## config.mk

```make
export PLATFORM = sky130hd
export DESIGN_NAME = radio_core
export DESIGN_NICKNAME = d
export VERILOG_FILES = /design/src/radio_pkg.sv /design/src/settings_router.sv /design/src/db_frontend.sv /design/src/readback_mux.sv /design/src/radio_core.sv
export SDC_FILE = /design/constraint.sdc
export NUM_CORES = 1
export LEC_CHECK = 0
export BUFFER_PORTS_ARGS = -buffer_cell sky130_fd_sc_hd__buf_2
export CAP_MARGIN = 20
export CELL_PAD_IN_SITES_DETAIL_PLACEMENT = 0
export CELL_PAD_IN_SITES_GLOBAL_PLACEMENT = 1
export CORE_ASPECT_RATIO = 0.9
export CORE_MARGIN = 3
export CORE_UTILIZATION = 40
export CTS_CLUSTER_DIAMETER = 150
export DETAILED_ROUTE_END_ITERATION = 8
export GPL_TIMING_DRIVEN = 0
export PLACE_DENSITY_LB_ADDON = 0.1
export SKIP_LAST_GASP = 1
export SYNTH_ARGS = -nofsm -noshare
export SYNTH_HDL_FRONTEND = slang
export SYNTH_SLANG_ARGS = --single-unit
```

## constraint.sdc

```tcl
create_clock -name radio_clk -period 4.6 [get_ports radio_clk]
set_clock_uncertainty 0.2 [all_clocks]
set_input_delay 0.92 -clock radio_clk [delete_from_list [all_inputs] [get_ports radio_clk]]
set_output_delay 0.92 -clock radio_clk [all_outputs]
set_load 0.005 [all_outputs]
```

## src/radio_pkg.sv

```systemverilog
// shared types and default register map for the radio core, one channel per board, at most four boards
package radio_pkg;

   // ------------------------------------------------------------
   // types
   // ------------------------------------------------------------
   typedef logic [31:0] sample_t;    // i in the upper half, q in the lower half
   typedef logic [7:0]  set_addr_t;
   typedef logic [31:0] set_data_t;
   typedef logic [1:0]  db_idx_t;    // board select
   typedef logic [2:0]  fe_ctrl_t;
   typedef logic [2:0]  led_t;       // {rx, txrx_tx, txrx_rx}

   // front-end control bits
   localparam int FE_SWAP  = 0;
   localparam int FE_NEG_I = 1;
   localparam int FE_NEG_Q = 2;

   // ------------------------------------------------------------
   // default register map
   // ------------------------------------------------------------
   localparam set_addr_t SR_DB_BASE_DEF  = 8'd160;
   localparam set_addr_t SR_TX_FE_DEF    = 8'd208;
   localparam set_addr_t SR_RX_FE_DEF    = 8'd224;
   localparam set_addr_t RB_DB_BASE_DEF  = 8'd16;
   localparam int        NUM_DBOARDS_DEF = 2;

   // settings offsets from the board base
   localparam set_addr_t SR_OFF_GPIO_OUT = 8'd0;
   localparam set_addr_t SR_OFF_GPIO_DDR = 8'd1;
   localparam set_addr_t SR_OFF_MISC_OUT = 8'd2;
   localparam set_addr_t SR_OFF_LEDS     = 8'd3;  // low 3 bits only

   // readback offsets from the readback base
   localparam set_addr_t RB_OFF_MISC_IN  = 8'd0;
   localparam set_addr_t RB_OFF_GPIO_IN  = 8'd1;
   localparam set_addr_t RB_OFF_GPIO_OUT = 8'd2;
   localparam set_addr_t RB_OFF_GPIO_DDR = 8'd3;

endpackage

```

## src/settings_router.sv

```systemverilog
// board indices at or above NUM_DBOARDS are dropped and address and data hold until the next strobe
`timescale 1ns/1ps

module settings_router #(
   parameter int NUM_DBOARDS = radio_pkg::NUM_DBOARDS_DEF
) (
   input  logic                   radio_clk,
   input  logic                   i_rst_n,
   // settings request
   input  logic                   i_set_stb,
   input  radio_pkg::db_idx_t     i_set_db,
   input  radio_pkg::set_addr_t   i_set_addr,
   input  radio_pkg::set_data_t   i_set_data,
   // readback request
   input  logic                   i_rb_stb,
   input  radio_pkg::db_idx_t     i_rb_db,
   input  radio_pkg::set_addr_t   i_rb_addr,
   // to the boards
   output logic [NUM_DBOARDS-1:0] o_set_stb,
   output radio_pkg::set_addr_t   o_set_addr,
   output radio_pkg::set_data_t   o_set_data,
   output logic [NUM_DBOARDS-1:0] o_rb_stb,
   output radio_pkg::set_addr_t   o_rb_addr
);

   // ------------------------------------------------------------
   // one-hot strobe decode
   // ------------------------------------------------------------
   always_ff @(posedge radio_clk) begin
      if (!i_rst_n) begin
         o_set_stb <= '0;
         o_rb_stb  <= '0;
      end else begin
         for (int b = 0; b < NUM_DBOARDS; b++) begin
            o_set_stb[b] <= i_set_stb && (i_set_db == radio_pkg::db_idx_t'(b));
            o_rb_stb[b]  <= i_rb_stb && (i_rb_db == radio_pkg::db_idx_t'(b));
         end
      end
   end

   // shared address and data to every board
   always_ff @(posedge radio_clk) begin
      if (i_set_stb) begin
         o_set_addr <= i_set_addr;
         o_set_data <= i_set_data;
      end
      if (i_rb_stb) begin
         o_rb_addr <= i_rb_addr;  // reads may come back to back
      end
   end

   // only one board may see a given request
   a_set_onehot: assert property (@(posedge radio_clk) disable iff (!i_rst_n)
      $onehot0(o_set_stb));
   a_rb_onehot: assert property (@(posedge radio_clk) disable iff (!i_rst_n)
      $onehot0(o_rb_stb));

endmodule

```

## src/db_frontend.sv

```systemverilog
// one board with one rx and one tx channel and no tx strobe since tx samples are continuous
`timescale 1ns/1ps

module db_frontend #(
   parameter radio_pkg::set_addr_t SR_DB_BASE = radio_pkg::SR_DB_BASE_DEF,
   parameter radio_pkg::set_addr_t SR_TX_FE   = radio_pkg::SR_TX_FE_DEF,
   parameter radio_pkg::set_addr_t SR_RX_FE   = radio_pkg::SR_RX_FE_DEF,
   parameter radio_pkg::set_addr_t RB_DB_BASE = radio_pkg::RB_DB_BASE_DEF
) (
   input  logic                 radio_clk,
   input  logic                 i_rst_n,
   // settings and readback
   input  logic                 i_set_stb,
   input  radio_pkg::set_addr_t i_set_addr,
   input  radio_pkg::set_data_t i_set_data,
   input  logic                 i_rb_stb,
   input  radio_pkg::set_addr_t i_rb_addr,
   output logic                 o_rb_stb,
   output radio_pkg::set_data_t o_rb_data,
   // pins
   input  radio_pkg::set_data_t i_misc_in,
   input  radio_pkg::set_data_t i_db_gpio_in,
   output radio_pkg::set_data_t o_misc_out,
   output radio_pkg::set_data_t o_db_gpio_out,
   output radio_pkg::set_data_t o_db_gpio_ddr,
   output radio_pkg::led_t      o_led,
   // samples
   input  radio_pkg::sample_t   i_rx,
   input  logic                 i_rx_stb,
   input  radio_pkg::sample_t   i_tx,
   output radio_pkg::sample_t   o_rx,
   output logic                 o_rx_stb,
   output radio_pkg::sample_t   o_tx
);

   // absolute addresses of this board's registers
   localparam radio_pkg::set_addr_t A_GPIO_OUT = SR_DB_BASE + radio_pkg::SR_OFF_GPIO_OUT;
   localparam radio_pkg::set_addr_t A_GPIO_DDR = SR_DB_BASE + radio_pkg::SR_OFF_GPIO_DDR;
   localparam radio_pkg::set_addr_t A_MISC_OUT = SR_DB_BASE + radio_pkg::SR_OFF_MISC_OUT;
   localparam radio_pkg::set_addr_t A_LEDS     = SR_DB_BASE + radio_pkg::SR_OFF_LEDS;
   localparam radio_pkg::set_addr_t R_MISC_IN  = RB_DB_BASE + radio_pkg::RB_OFF_MISC_IN;
   localparam radio_pkg::set_addr_t R_GPIO_IN  = RB_DB_BASE + radio_pkg::RB_OFF_GPIO_IN;
   localparam radio_pkg::set_addr_t R_GPIO_OUT = RB_DB_BASE + radio_pkg::RB_OFF_GPIO_OUT;
   localparam radio_pkg::set_addr_t R_GPIO_DDR = RB_DB_BASE + radio_pkg::RB_OFF_GPIO_DDR;

   radio_pkg::fe_ctrl_t  rx_ctrl;
   radio_pkg::fe_ctrl_t  tx_ctrl;
   radio_pkg::set_data_t misc_in_r;
   radio_pkg::set_data_t gpio_in_r;

   // swap first, then negate each half on its own
   function automatic radio_pkg::sample_t fe_correct(input radio_pkg::sample_t s,
                                                     input radio_pkg::fe_ctrl_t ctrl);
      logic [15:0] i_part;
      logic [15:0] q_part;
      i_part = ctrl[radio_pkg::FE_SWAP] ? s[15:0] : s[31:16];
      q_part = ctrl[radio_pkg::FE_SWAP] ? s[31:16] : s[15:0];
      if (ctrl[radio_pkg::FE_NEG_I]) i_part = -i_part;  // -32768 wraps to itself
      if (ctrl[radio_pkg::FE_NEG_Q]) q_part = -q_part;
      return {i_part, q_part};
   endfunction

   // ------------------------------------------------------------
   // control registers
   // ------------------------------------------------------------
   always_ff @(posedge radio_clk) begin
      if (!i_rst_n) begin
         o_db_gpio_out <= '0;
         o_db_gpio_ddr <= '0;
         o_misc_out    <= '0;
         o_led         <= '0;
         rx_ctrl       <= '0;
         tx_ctrl       <= '0;
      end else if (i_set_stb) begin
         case (i_set_addr)
            A_GPIO_OUT: o_db_gpio_out <= i_set_data;
            A_GPIO_DDR: o_db_gpio_ddr <= i_set_data;
            A_MISC_OUT: o_misc_out    <= i_set_data;
            A_LEDS:     o_led         <= i_set_data[2:0];
            SR_TX_FE:   tx_ctrl       <= i_set_data[2:0];
            SR_RX_FE:   rx_ctrl       <= i_set_data[2:0];
            default: ;  // not ours
         endcase
      end
   end

   // pin inputs sampled once before readback
   always_ff @(posedge radio_clk) begin
      misc_in_r <= i_misc_in;
      gpio_in_r <= i_db_gpio_in;
   end

   // ------------------------------------------------------------
   // readback
   // ------------------------------------------------------------
   always_ff @(posedge radio_clk) begin
      if (!i_rst_n) begin
         o_rb_stb  <= 1'b0;
         o_rb_data <= '0;
      end else begin
         o_rb_stb <= i_rb_stb;
         if (i_rb_stb) begin
            case (i_rb_addr)
               R_MISC_IN:  o_rb_data <= misc_in_r;
               R_GPIO_IN:  o_rb_data <= gpio_in_r;
               R_GPIO_OUT: o_rb_data <= o_db_gpio_out;
               R_GPIO_DDR: o_rb_data <= o_db_gpio_ddr;
               default:    o_rb_data <= '0;
            endcase
         end
      end
   end

   // ------------------------------------------------------------
   // rx and tx front ends
   // ------------------------------------------------------------
   always_ff @(posedge radio_clk) begin
      if (!i_rst_n) begin
         o_rx     <= '0;
         o_rx_stb <= 1'b0;
         o_tx     <= '0;
      end else begin
         o_rx_stb <= i_rx_stb;
         if (i_rx_stb) o_rx <= fe_correct(i_rx, rx_ctrl);  // hold between strobes
         o_tx <= fe_correct(i_tx, tx_ctrl);
      end
   end

   // the router and mux count on exactly one answer per request
   a_rb_answer: assert property (@(posedge radio_clk) disable iff (!i_rst_n)
      i_rb_stb |=> o_rb_stb);
   a_rb_no_extra: assert property (@(posedge radio_clk) disable iff (!i_rst_n)
      o_rb_stb |-> $past(i_rb_stb));

endmodule

```

## src/readback_mux.sv

```systemverilog
// expects at most one board to answer per cycle and keeps the last data when idle
`timescale 1ns/1ps

module readback_mux #(
   parameter int NUM_DBOARDS = radio_pkg::NUM_DBOARDS_DEF
) (
   input  logic                                     radio_clk,
   input  logic                                     i_rst_n,
   input  logic [NUM_DBOARDS-1:0]                   i_rb_stb,
   input  radio_pkg::set_data_t [NUM_DBOARDS-1:0]   i_rb_data,
   output logic                                     o_rb_stb,
   output radio_pkg::set_data_t                     o_rb_data
);

   radio_pkg::set_data_t sel_data;

   // and-or select of the active response
   always_comb begin
      sel_data = '0;
      for (int b = 0; b < NUM_DBOARDS; b++) begin
         sel_data = sel_data | (i_rb_data[b] & {32{i_rb_stb[b]}});
      end
   end

   // ------------------------------------------------------------
   // output register
   // ------------------------------------------------------------
   always_ff @(posedge radio_clk) begin
      if (!i_rst_n) begin
         o_rb_stb  <= 1'b0;
         o_rb_data <= '0;
      end else begin
         o_rb_stb <= |i_rb_stb;
         if (|i_rb_stb) begin
            o_rb_data <= sel_data;
         end
      end
   end

   // two boards answering at once would merge their data
   a_one_responder: assert property (@(posedge radio_clk) disable iff (!i_rst_n)
      $onehot0(i_rb_stb));

endmodule

```

## src/radio_core.sv

```systemverilog
// radio core top with NUM_DBOARDS from 1 to 4 and one rx and one tx channel per board
`timescale 1ns/1ps

module radio_core #(
   parameter int                   NUM_DBOARDS = radio_pkg::NUM_DBOARDS_DEF,
   parameter radio_pkg::set_addr_t SR_DB_BASE  = radio_pkg::SR_DB_BASE_DEF,
   parameter radio_pkg::set_addr_t SR_TX_FE    = radio_pkg::SR_TX_FE_DEF,
   parameter radio_pkg::set_addr_t SR_RX_FE    = radio_pkg::SR_RX_FE_DEF,
   parameter radio_pkg::set_addr_t RB_DB_BASE  = radio_pkg::RB_DB_BASE_DEF
) (
   input  logic                                   radio_clk,
   input  logic                                   i_rst_n,
   // settings bus
   input  logic                                   i_set_stb,
   input  radio_pkg::db_idx_t                     i_set_db,
   input  radio_pkg::set_addr_t                   i_set_addr,
   input  radio_pkg::set_data_t                   i_set_data,
   // readback bus
   input  logic                                   i_rb_stb,
   input  radio_pkg::db_idx_t                     i_rb_db,
   input  radio_pkg::set_addr_t                   i_rb_addr,
   output logic                                   o_rb_stb,
   output radio_pkg::set_data_t                   o_rb_data,
   // per-board samples
   input  radio_pkg::sample_t   [NUM_DBOARDS-1:0] i_rx,
   input  logic                 [NUM_DBOARDS-1:0] i_rx_stb,
   output radio_pkg::sample_t   [NUM_DBOARDS-1:0] o_rx,
   output logic                 [NUM_DBOARDS-1:0] o_rx_stb,
   input  radio_pkg::sample_t   [NUM_DBOARDS-1:0] i_tx,
   output radio_pkg::sample_t   [NUM_DBOARDS-1:0] o_tx,
   // per-board pins
   input  radio_pkg::set_data_t [NUM_DBOARDS-1:0] i_misc_in,
   output radio_pkg::set_data_t [NUM_DBOARDS-1:0] o_misc_out,
   input  radio_pkg::set_data_t [NUM_DBOARDS-1:0] i_db_gpio_in,
   output radio_pkg::set_data_t [NUM_DBOARDS-1:0] o_db_gpio_out,
   output radio_pkg::set_data_t [NUM_DBOARDS-1:0] o_db_gpio_ddr,
   output radio_pkg::led_t      [NUM_DBOARDS-1:0] o_radio_led
);

   logic                 [NUM_DBOARDS-1:0] set_stb;
   radio_pkg::set_addr_t                   set_addr;
   radio_pkg::set_data_t                   set_data;
   logic                 [NUM_DBOARDS-1:0] rb_req_stb;
   radio_pkg::set_addr_t                   rb_addr;
   logic                 [NUM_DBOARDS-1:0] rb_resp_stb;
   radio_pkg::set_data_t [NUM_DBOARDS-1:0] rb_resp_data;

   // ------------------------------------------------------------
   // request routing
   // ------------------------------------------------------------
   settings_router #(.NUM_DBOARDS(NUM_DBOARDS)) settings_router_i (
      .radio_clk  (radio_clk),
      .i_rst_n    (i_rst_n),
      .i_set_stb  (i_set_stb),
      .i_set_db   (i_set_db),
      .i_set_addr (i_set_addr),
      .i_set_data (i_set_data),
      .i_rb_stb   (i_rb_stb),
      .i_rb_db    (i_rb_db),
      .i_rb_addr  (i_rb_addr),
      .o_set_stb  (set_stb),
      .o_set_addr (set_addr),
      .o_set_data (set_data),
      .o_rb_stb   (rb_req_stb),
      .o_rb_addr  (rb_addr)
   );

   // ------------------------------------------------------------
   // daughterboards
   // ------------------------------------------------------------
   for (genvar g = 0; g < NUM_DBOARDS; g++) begin : gen_db
      db_frontend #(
         .SR_DB_BASE (SR_DB_BASE),
         .SR_TX_FE   (SR_TX_FE),
         .SR_RX_FE   (SR_RX_FE),
         .RB_DB_BASE (RB_DB_BASE)
      ) db_frontend_i (
         .radio_clk     (radio_clk),
         .i_rst_n       (i_rst_n),
         .i_set_stb     (set_stb[g]),
         .i_set_addr    (set_addr),
         .i_set_data    (set_data),
         .i_rb_stb      (rb_req_stb[g]),
         .i_rb_addr     (rb_addr),
         .o_rb_stb      (rb_resp_stb[g]),
         .o_rb_data     (rb_resp_data[g]),
         .i_misc_in     (i_misc_in[g]),
         .i_db_gpio_in  (i_db_gpio_in[g]),
         .o_misc_out    (o_misc_out[g]),
         .o_db_gpio_out (o_db_gpio_out[g]),
         .o_db_gpio_ddr (o_db_gpio_ddr[g]),
         .o_led         (o_radio_led[g]),
         .i_rx          (i_rx[g]),
         .i_rx_stb      (i_rx_stb[g]),
         .i_tx          (i_tx[g]),
         .o_rx          (o_rx[g]),
         .o_rx_stb      (o_rx_stb[g]),
         .o_tx          (o_tx[g])
      );
   end

   // responses back onto the single readback port
   readback_mux #(.NUM_DBOARDS(NUM_DBOARDS)) readback_mux_i (
      .radio_clk (radio_clk),
      .i_rst_n   (i_rst_n),
      .i_rb_stb  (rb_resp_stb),
      .i_rb_data (rb_resp_data),
      .o_rb_stb  (o_rb_stb),
      .o_rb_data (o_rb_data)
   );

endmodule

```

==> flow_metrics.tcl, run 1 <==
set metrics [dict create \
    status "completed" \
    layout.nets 3740 \
    tritoncts "done" \
    syn_inst 2672 \
    clkTransAtPathRegs_ns 0.06 \
    ant_nets 0 \
    ys_warn_count 0 \
    synth_fa_ha_area_frac 0.00391 \
    drc 0 \
    hold_viol 0 \
    hold_class "primary input to flip-flop" \
    syn_to_final_growth_pct 27.1 \
    max_clock_freq_mhz 228 \
    synth-compound-area-share 0.147 \
    synth_top_family_by_area "simple AND/OR/NAND/NOR gates" \
    num-fill-cells 5948 \
    pin_count 675 \
    leakagePower_nw 13.0 \
    synth-xor-area-share 0.0181 \
    place_congestion 0.944 \
    start_util 0.406 \
    drv_cap 0 \
    layout_commonest_cell "buf_2" \
    clock_path_buffers 3 \
    reg2reg_depth 11 \
    multi_input_area_um2 11900 \
    route.vias.total 24400 \
    cp.arrival_ns 4.67 \
    synth_fp_nets 2994 \
    seq_area_um2 12900 \
    critPathMaxFanout 10 \
    drive_gt1_frac 0.266 \
    slew_viol_final 0 \
    synthFlopType "dfxtp_1" \
    via_per_inst 5.62 \
    synthMuxAreaShare 0.121 \
    rsz0062_at_grt "yes" \
    power.density_nw_per_um2 383 \
    endpoint_kind "flip-flop" \
    layout_setup_ws_ns 0.208 \
    synthArstFlopShare 0 \
    grt_pass1_wl_mm 158 \
    insertion_delay_ns 0.61 \
    cts.sinks 619 \
    drt_iter0_markers 1731 \
    hold_depth 1 \
    final.setup.tns_ns 0 \
    track_usage 0.317 \
    clock-root-buffer "clkbuf_16" \
    dp_slack_ns -0.166 \
    ir_drop_v 0.000247 \
    tightest_slew_ns 1.10 \
    dp_hpwl_mm 86.0 \
    ys_ff_latch 619 \
    synth_edf_count 48 \
    worst_setup_path_start_kind "flip-flop" \
    wirelength_mm 111 \
    critPathKind "flip-flop to flip-flop" \
    netlist_area_um2 25600 \
    antenna_found_initial 23 \
    postCtsHoldBufs 0 \
    final_cell_mix "686 x buf_2, 571 x dfxtp_1, 484 x nand2_1" \
    required_ns 4.88 \
    grt-ovfl-total 0 \
    htree_levels 3 \
    fin_crit_sh 0.955 \
    first_global_vias 23500 \
    synth_area_per_cell_um2 9.57 \
    setup-violations-final 0 \
    firstDrtPassIters 6 \
    hold-worst-slack_ns 0.211 \
    row_count 87 \
    fp.dieW_um 273 \
    total_power_mw 12.4 \
    ys_types 82 \
    grt_max_degree 42 \
    timing.final.crit_period_ns 4.39 \
    synth-simple-area-share 0.175 \
    wl_per_cell_um 25.6 \
    relSlewSlack 0.265 \
    die_h_um 246 \
    cts_made_buffers 68 \
    io_buffers 669 \
    core_um2 63000 \
    fp.dieArea_um2 67000 \
    ys_seq_area_frac 0.503 \
]
==> cell families after synthesis <==
group | count (synthesis)
XOR/XNOR | 53
multiplexers | 224
AND/OR/NAND/NOR | 972
adder cells (fa/ha/maj) | 8
flip-flops | 619
buffers and inverters | 209
AO/OA/AOI/OAI | 587
==> sequential cells by signal (all words and copies together) (netlist names), 32 cells and up <==
signal,cells
gen_db.db_frontend_i.gpio_in_r,64
gen_db.db_frontend_i.o_db_gpio_out,64
gen_db.db_frontend_i.misc_in_r,64
gen_db.db_frontend_i.o_misc_out,64
gen_db.db_frontend_i.o_rx,64
gen_db.db_frontend_i.o_db_gpio_ddr,64
settings_router_i.o_set_data,32
gen_db.db_frontend_i.o_tx,64
gen_db.db_frontend_i.o_rb_data,64
readback_mux_i.o_rb_data,32
==> repair_timing <==
| item | in CTS | in global routing |
|---|---|---|
| setup buffers | 2 | 0 |
| pin swaps | 1 | 0 |
| gates resized for setup | 0 | 2 |
| endpoints found under the setup margin | 2 | 7 |
==> metal layers <==
layer	vias to the layer above	GRT usage	routed length, µm
met5	-	0	85
met4	12	0.130	4370
met3	201	0.0708	8780
met2	1055	0.508	51400
met1	12000	0.414	46300
li1	11100	-	-
==> through the flow <==
step	std cells	instance area, µm²	util
finish	4335	32500	0.516
CTS	4314	32400	0.514
global placement	4186	30000	0.476
floorplan	2672	25600	-
detailed placement	4189	30000	0.476
global route	4328	32500	0.515
==> synth_stat cells, types with 45 or more instances <==
| library cell | count | area (µm²) |
|---|---|---|
| a22o_1 | 66 | 578 |
| dfxtp_1 | 571 | 11400 |
| mux4_2 | 65 | 1460 |
| o21ai_0 | 45 | 225 |
| a21oi_1 | 290 | 1450 |
| clkbuf_1 | 157 | 589 |
| nand2_1 | 484 | 1820 |
| mux2i_1 | 133 | 1330 |
| nand3_1 | 48 | 240 |
| edfxtp_1 | 48 | 1440 |
| nor3_1 | 91 | 455 |
| nor2_1 | 166 | 623 |
==> cell type report <==
class / instances / share of cell area
well taps: 845 / 0.0325
flip-flops and latches: 619 / 0.396
repair buffers: 677 / 0.106
inverters: 18 / 0.00208
clock inverters: 26 / 0.0107
clock buffers: 97 / 0.0624
plain buffers: 190 / 0.0229
multi-input cells: 1844 / 0.366
diodes: 19 / 0.00146
==> report_power, final <==
part / internal [mW] / switching, mW / leakage [nW]
combinational: 0.371 / 0.581 / 6.66
sequential: 5.60 / 0.117 / 5.15
clock: 3.48 / 2.28 / 1.17
==> worst max-delay path: stages (launching register included) <==
cell	delay, ns
dfxtp_1	0.30
buf_2	0.21
clkbuf_1	0.43
clkbuf_1	0.56
buf_2	0.42
mux2i_1	0.27
ha_1	0.21
nor4b_1	0.55
o22ai_1	0.18
a211oi_1	0.58
mux2i_1	0.27
nand3_1	0.09
==> worst paths after layout <==
kind	from	endpoint	slack, ns
hold / removal	i_misc_in[6]	gen_db[0].db_frontend_i.misc_in_r[6]$_DFF_P_	0.21
setup reg to reg	gen_db[0].db_frontend_i.rx_ctrl[0]$_SDFFE_PN0P_	gen_db[0].db_frontend_i.o_rx[30]$_SDFFE_PN0P_	0.21
hold reg to reg	gen_db[0].db_frontend_i.o_misc_out[14]$_SDFFE_PN0P_	gen_db[0].db_frontend_i.o_misc_out[14]$_SDFFE_PN0P_	0.25
setup / recovery	gen_db[0].db_frontend_i.rx_ctrl[0]$_SDFFE_PN0P_	gen_db[0].db_frontend_i.o_rx[30]$_SDFFE_PN0P_	0.21
No activity file was read; power rests on OpenSTA's default activity.
==> inputs of run 2 (changes only) <==
Settings changed: CORE_MARGIN 3 to 2, RECOVER_POWER set to 25.
==> run 2 against run 1 <==
The flow now finishes with violations (max-capacitance violations, max-slew violations). Combinational power down 0.8%. Clock power down 2%. Largest cell class unchanged. Count of clock-buffer cells in the layout down 1. Critical endpoint is now gen_db[1].db_frontend_i.o_rx[30]$_SDFFE_PN0P_.
==> flow_metrics.tcl, run 2 (synthesis gave the netlist of run 1 again) <==
set metrics [dict create \
    status "finished with violations" \
    violations "max-capacitance violations, max-slew violations" \
    drive_gt1_frac 0.256 \
    clock-root-buffer "clkbuf_16" \
    antenna_found_initial 24 \
    relSlewSlack -0.148 \
    max_clock_freq_mhz 227 \
    via_per_inst 5.64 \
    cp.arrival_ns 4.71 \
    pin_count 675 \
    reg2reg_depth 12 \
    drt_iter0_markers 1938 \
    die_h_um 244 \
    core_um2 62900 \
    power.density_nw_per_um2 380 \
    final.setup.tns_ns 0 \
    start_util 0.407 \
    grt_pass1_wl_mm 157 \
    cts.sinks 619 \
    fp.dieW_um 271 \
    rsz0062_at_grt "no" \
    firstDrtPassIters 5 \
    min_to "gen_db[1].db_frontend_i.gpio_in_r[18]$_DFF_P_" \
    layout_commonest_cell "buf_2" \
    drv_cap 1 \
    track_usage 0.320 \
    slew_viol_final 26 \
    route.vias.total 24400 \
    dp_hpwl_mm 84.8 \
    syn_to_final_growth_pct 26.3 \
    tightest_slew_ns 1.72 \
    insertion_delay_ns 0.60 \
    tritoncts "done" \
    hold_class "primary input to flip-flop" \
    reg2reg_to "gen_db[1].db_frontend_i.o_rx[30]$_SDFFE_PN0P_" \
    final_cell_mix "653 x buf_2, 571 x dfxtp_1, 484 x nand2_1" \
    htree_levels 3 \
    critPathMaxFanout 10 \
    clkTransAtPathRegs_ns 0.06 \
    wirelength_mm 110 \
    seq_area_um2 12900 \
    wl_per_cell_um 25.4 \
    hold_start "i_db_gpio_in[50]" \
    r2r-start "gen_db[1].db_frontend_i.rx_ctrl[0]$_SDFFE_PN0P_" \
    cts_made_buffers 69 \
    drc 0 \
    layout_setup_ws_ns 0.191 \
    endpoint_kind "flip-flop" \
    hold_depth 1 \
    place_congestion 0.934 \
    rrSetupSlack_ns 0.19 \
    setup-violations-final 0 \
    row_count 87 \
    leakagePower_nw 12.8 \
    ir_drop_v 0.000299 \
    worst_setup_path_start_kind "flip-flop" \
    io_buffers 669 \
    fp.dieArea_um2 66000 \
    crit_start "gen_db[1].db_frontend_i.rx_ctrl[0]$_SDFFE_PN0P_" \
    ant_nets 0 \
    required_ns 4.90 \
    clock_path_buffers 3 \
    num-fill-cells 5996 \
    fin_crit_sh 0.958 \
    first_global_vias 23300 \
    dp_slack_ns -0.170 \
    critPathKind "flip-flop to flip-flop" \
    timing.final.crit_period_ns 4.41 \
    postCtsHoldBufs 0 \
    layout.nets 3740 \
    grt_max_degree 42 \
    grt-ovfl-total 0 \
    hold_viol 0 \
    multi_input_area_um2 11900 \
]
[run 2: layout make-up]
| type | instances | share of cell area |
|---|---|---|
| clock buffer | 96 | 0.0610 |
| buffer | 190 | 0.0231 |
| tap | 845 | 0.0327 |
| multi-input combinational | 1844 | 0.368 |
| timing repair buffer | 676 | 0.104 |
| clock inverter | 27 | 0.00952 |
| antenna | 14 | 0.00108 |
| inverter | 18 | 0.00209 |
| sequential | 619 | 0.398 |
[run 2: how the worst max path moves through the flow]
| stage | cells after the start | slack [ns] | endpoint |
|---|---|---|---|
| 2_1_floorplan | 11 | 0.83 | gen_db[1].db_frontend_i.o_rx[30]$_SDFFE_PN0P_ |
| 3_3_place_gp | 11 | -0.21 | gen_db[1].db_frontend_i.o_rx[30]$_SDFFE_PN0P_ |
| 3_5_place_dp | 11 | -0.17 | gen_db[1].db_frontend_i.o_rx[30]$_SDFFE_PN0P_ |
| 4_1_cts | 11 | 0.04 | gen_db[0].db_frontend_i.o_rx[14]$_SDFFE_PN0P_ |
| 5_1_grt | 12 | 0.05 | gen_db[1].db_frontend_i.o_rx[30]$_SDFFE_PN0P_ |
| 6_report | 12 | 0.19 | gen_db[1].db_frontend_i.o_rx[30]$_SDFFE_PN0P_ |
[run 2: stage by stage]
stage	hold slack [ns]	std cells	instance area [µm²]	util	power, mW
finish	0.213	4329	32300	0.514	12.3
global route	0.185	4325	32300	0.514	12.6
CTS	0.187	4314	32300	0.514	12.3
detailed placement	0.235	4189	30000	0.477	6.76
global placement	0.234	4186	30000	0.477	6.75
floorplan	0.243	2672	25600	-	6.21
[run 2: report_power, final]
part	switching, mW	leakage (nW)	internal [mW]
sequential	0.118	5.15	5.60
combinational	0.580	6.54	0.364
clock	2.34	1.13	3.30
total	3.03	12.8	9.26
[run 2: critical path, cell delays in order (launching register included)]
cell and delay [ns]:
dfxtp_1 0.49, buf_2 0.28, buf_1 0.44, buf_2 0.40, buf_2 0.35, mux2i_1 0.28, ha_1 0.22, or4bb_1 0.55
a222oi_1 0.34, buf_4 0.20, nand2_1 0.08, and3_1 0.19, o31a_1 0.27
[run 2: what timing repair did]
item | CTS | global route
endpoints found under the setup margin | 5 | 5
setup buffers | 2 | 0
pin swaps | 1 | 0
gates resized for setup | 1 | 2
[run 2: routing by layer]
layer / vias to the layer above / wire [µm] / global-route usage
met2: 1100 / 50400 / 0.509
met3: 222 / 8610 / 0.0751
met5: - / 60 / 0
met1: 12000 / 46600 / 0.421
li1: 11100 / - / -
met4: 10 / 4260 / 0.121
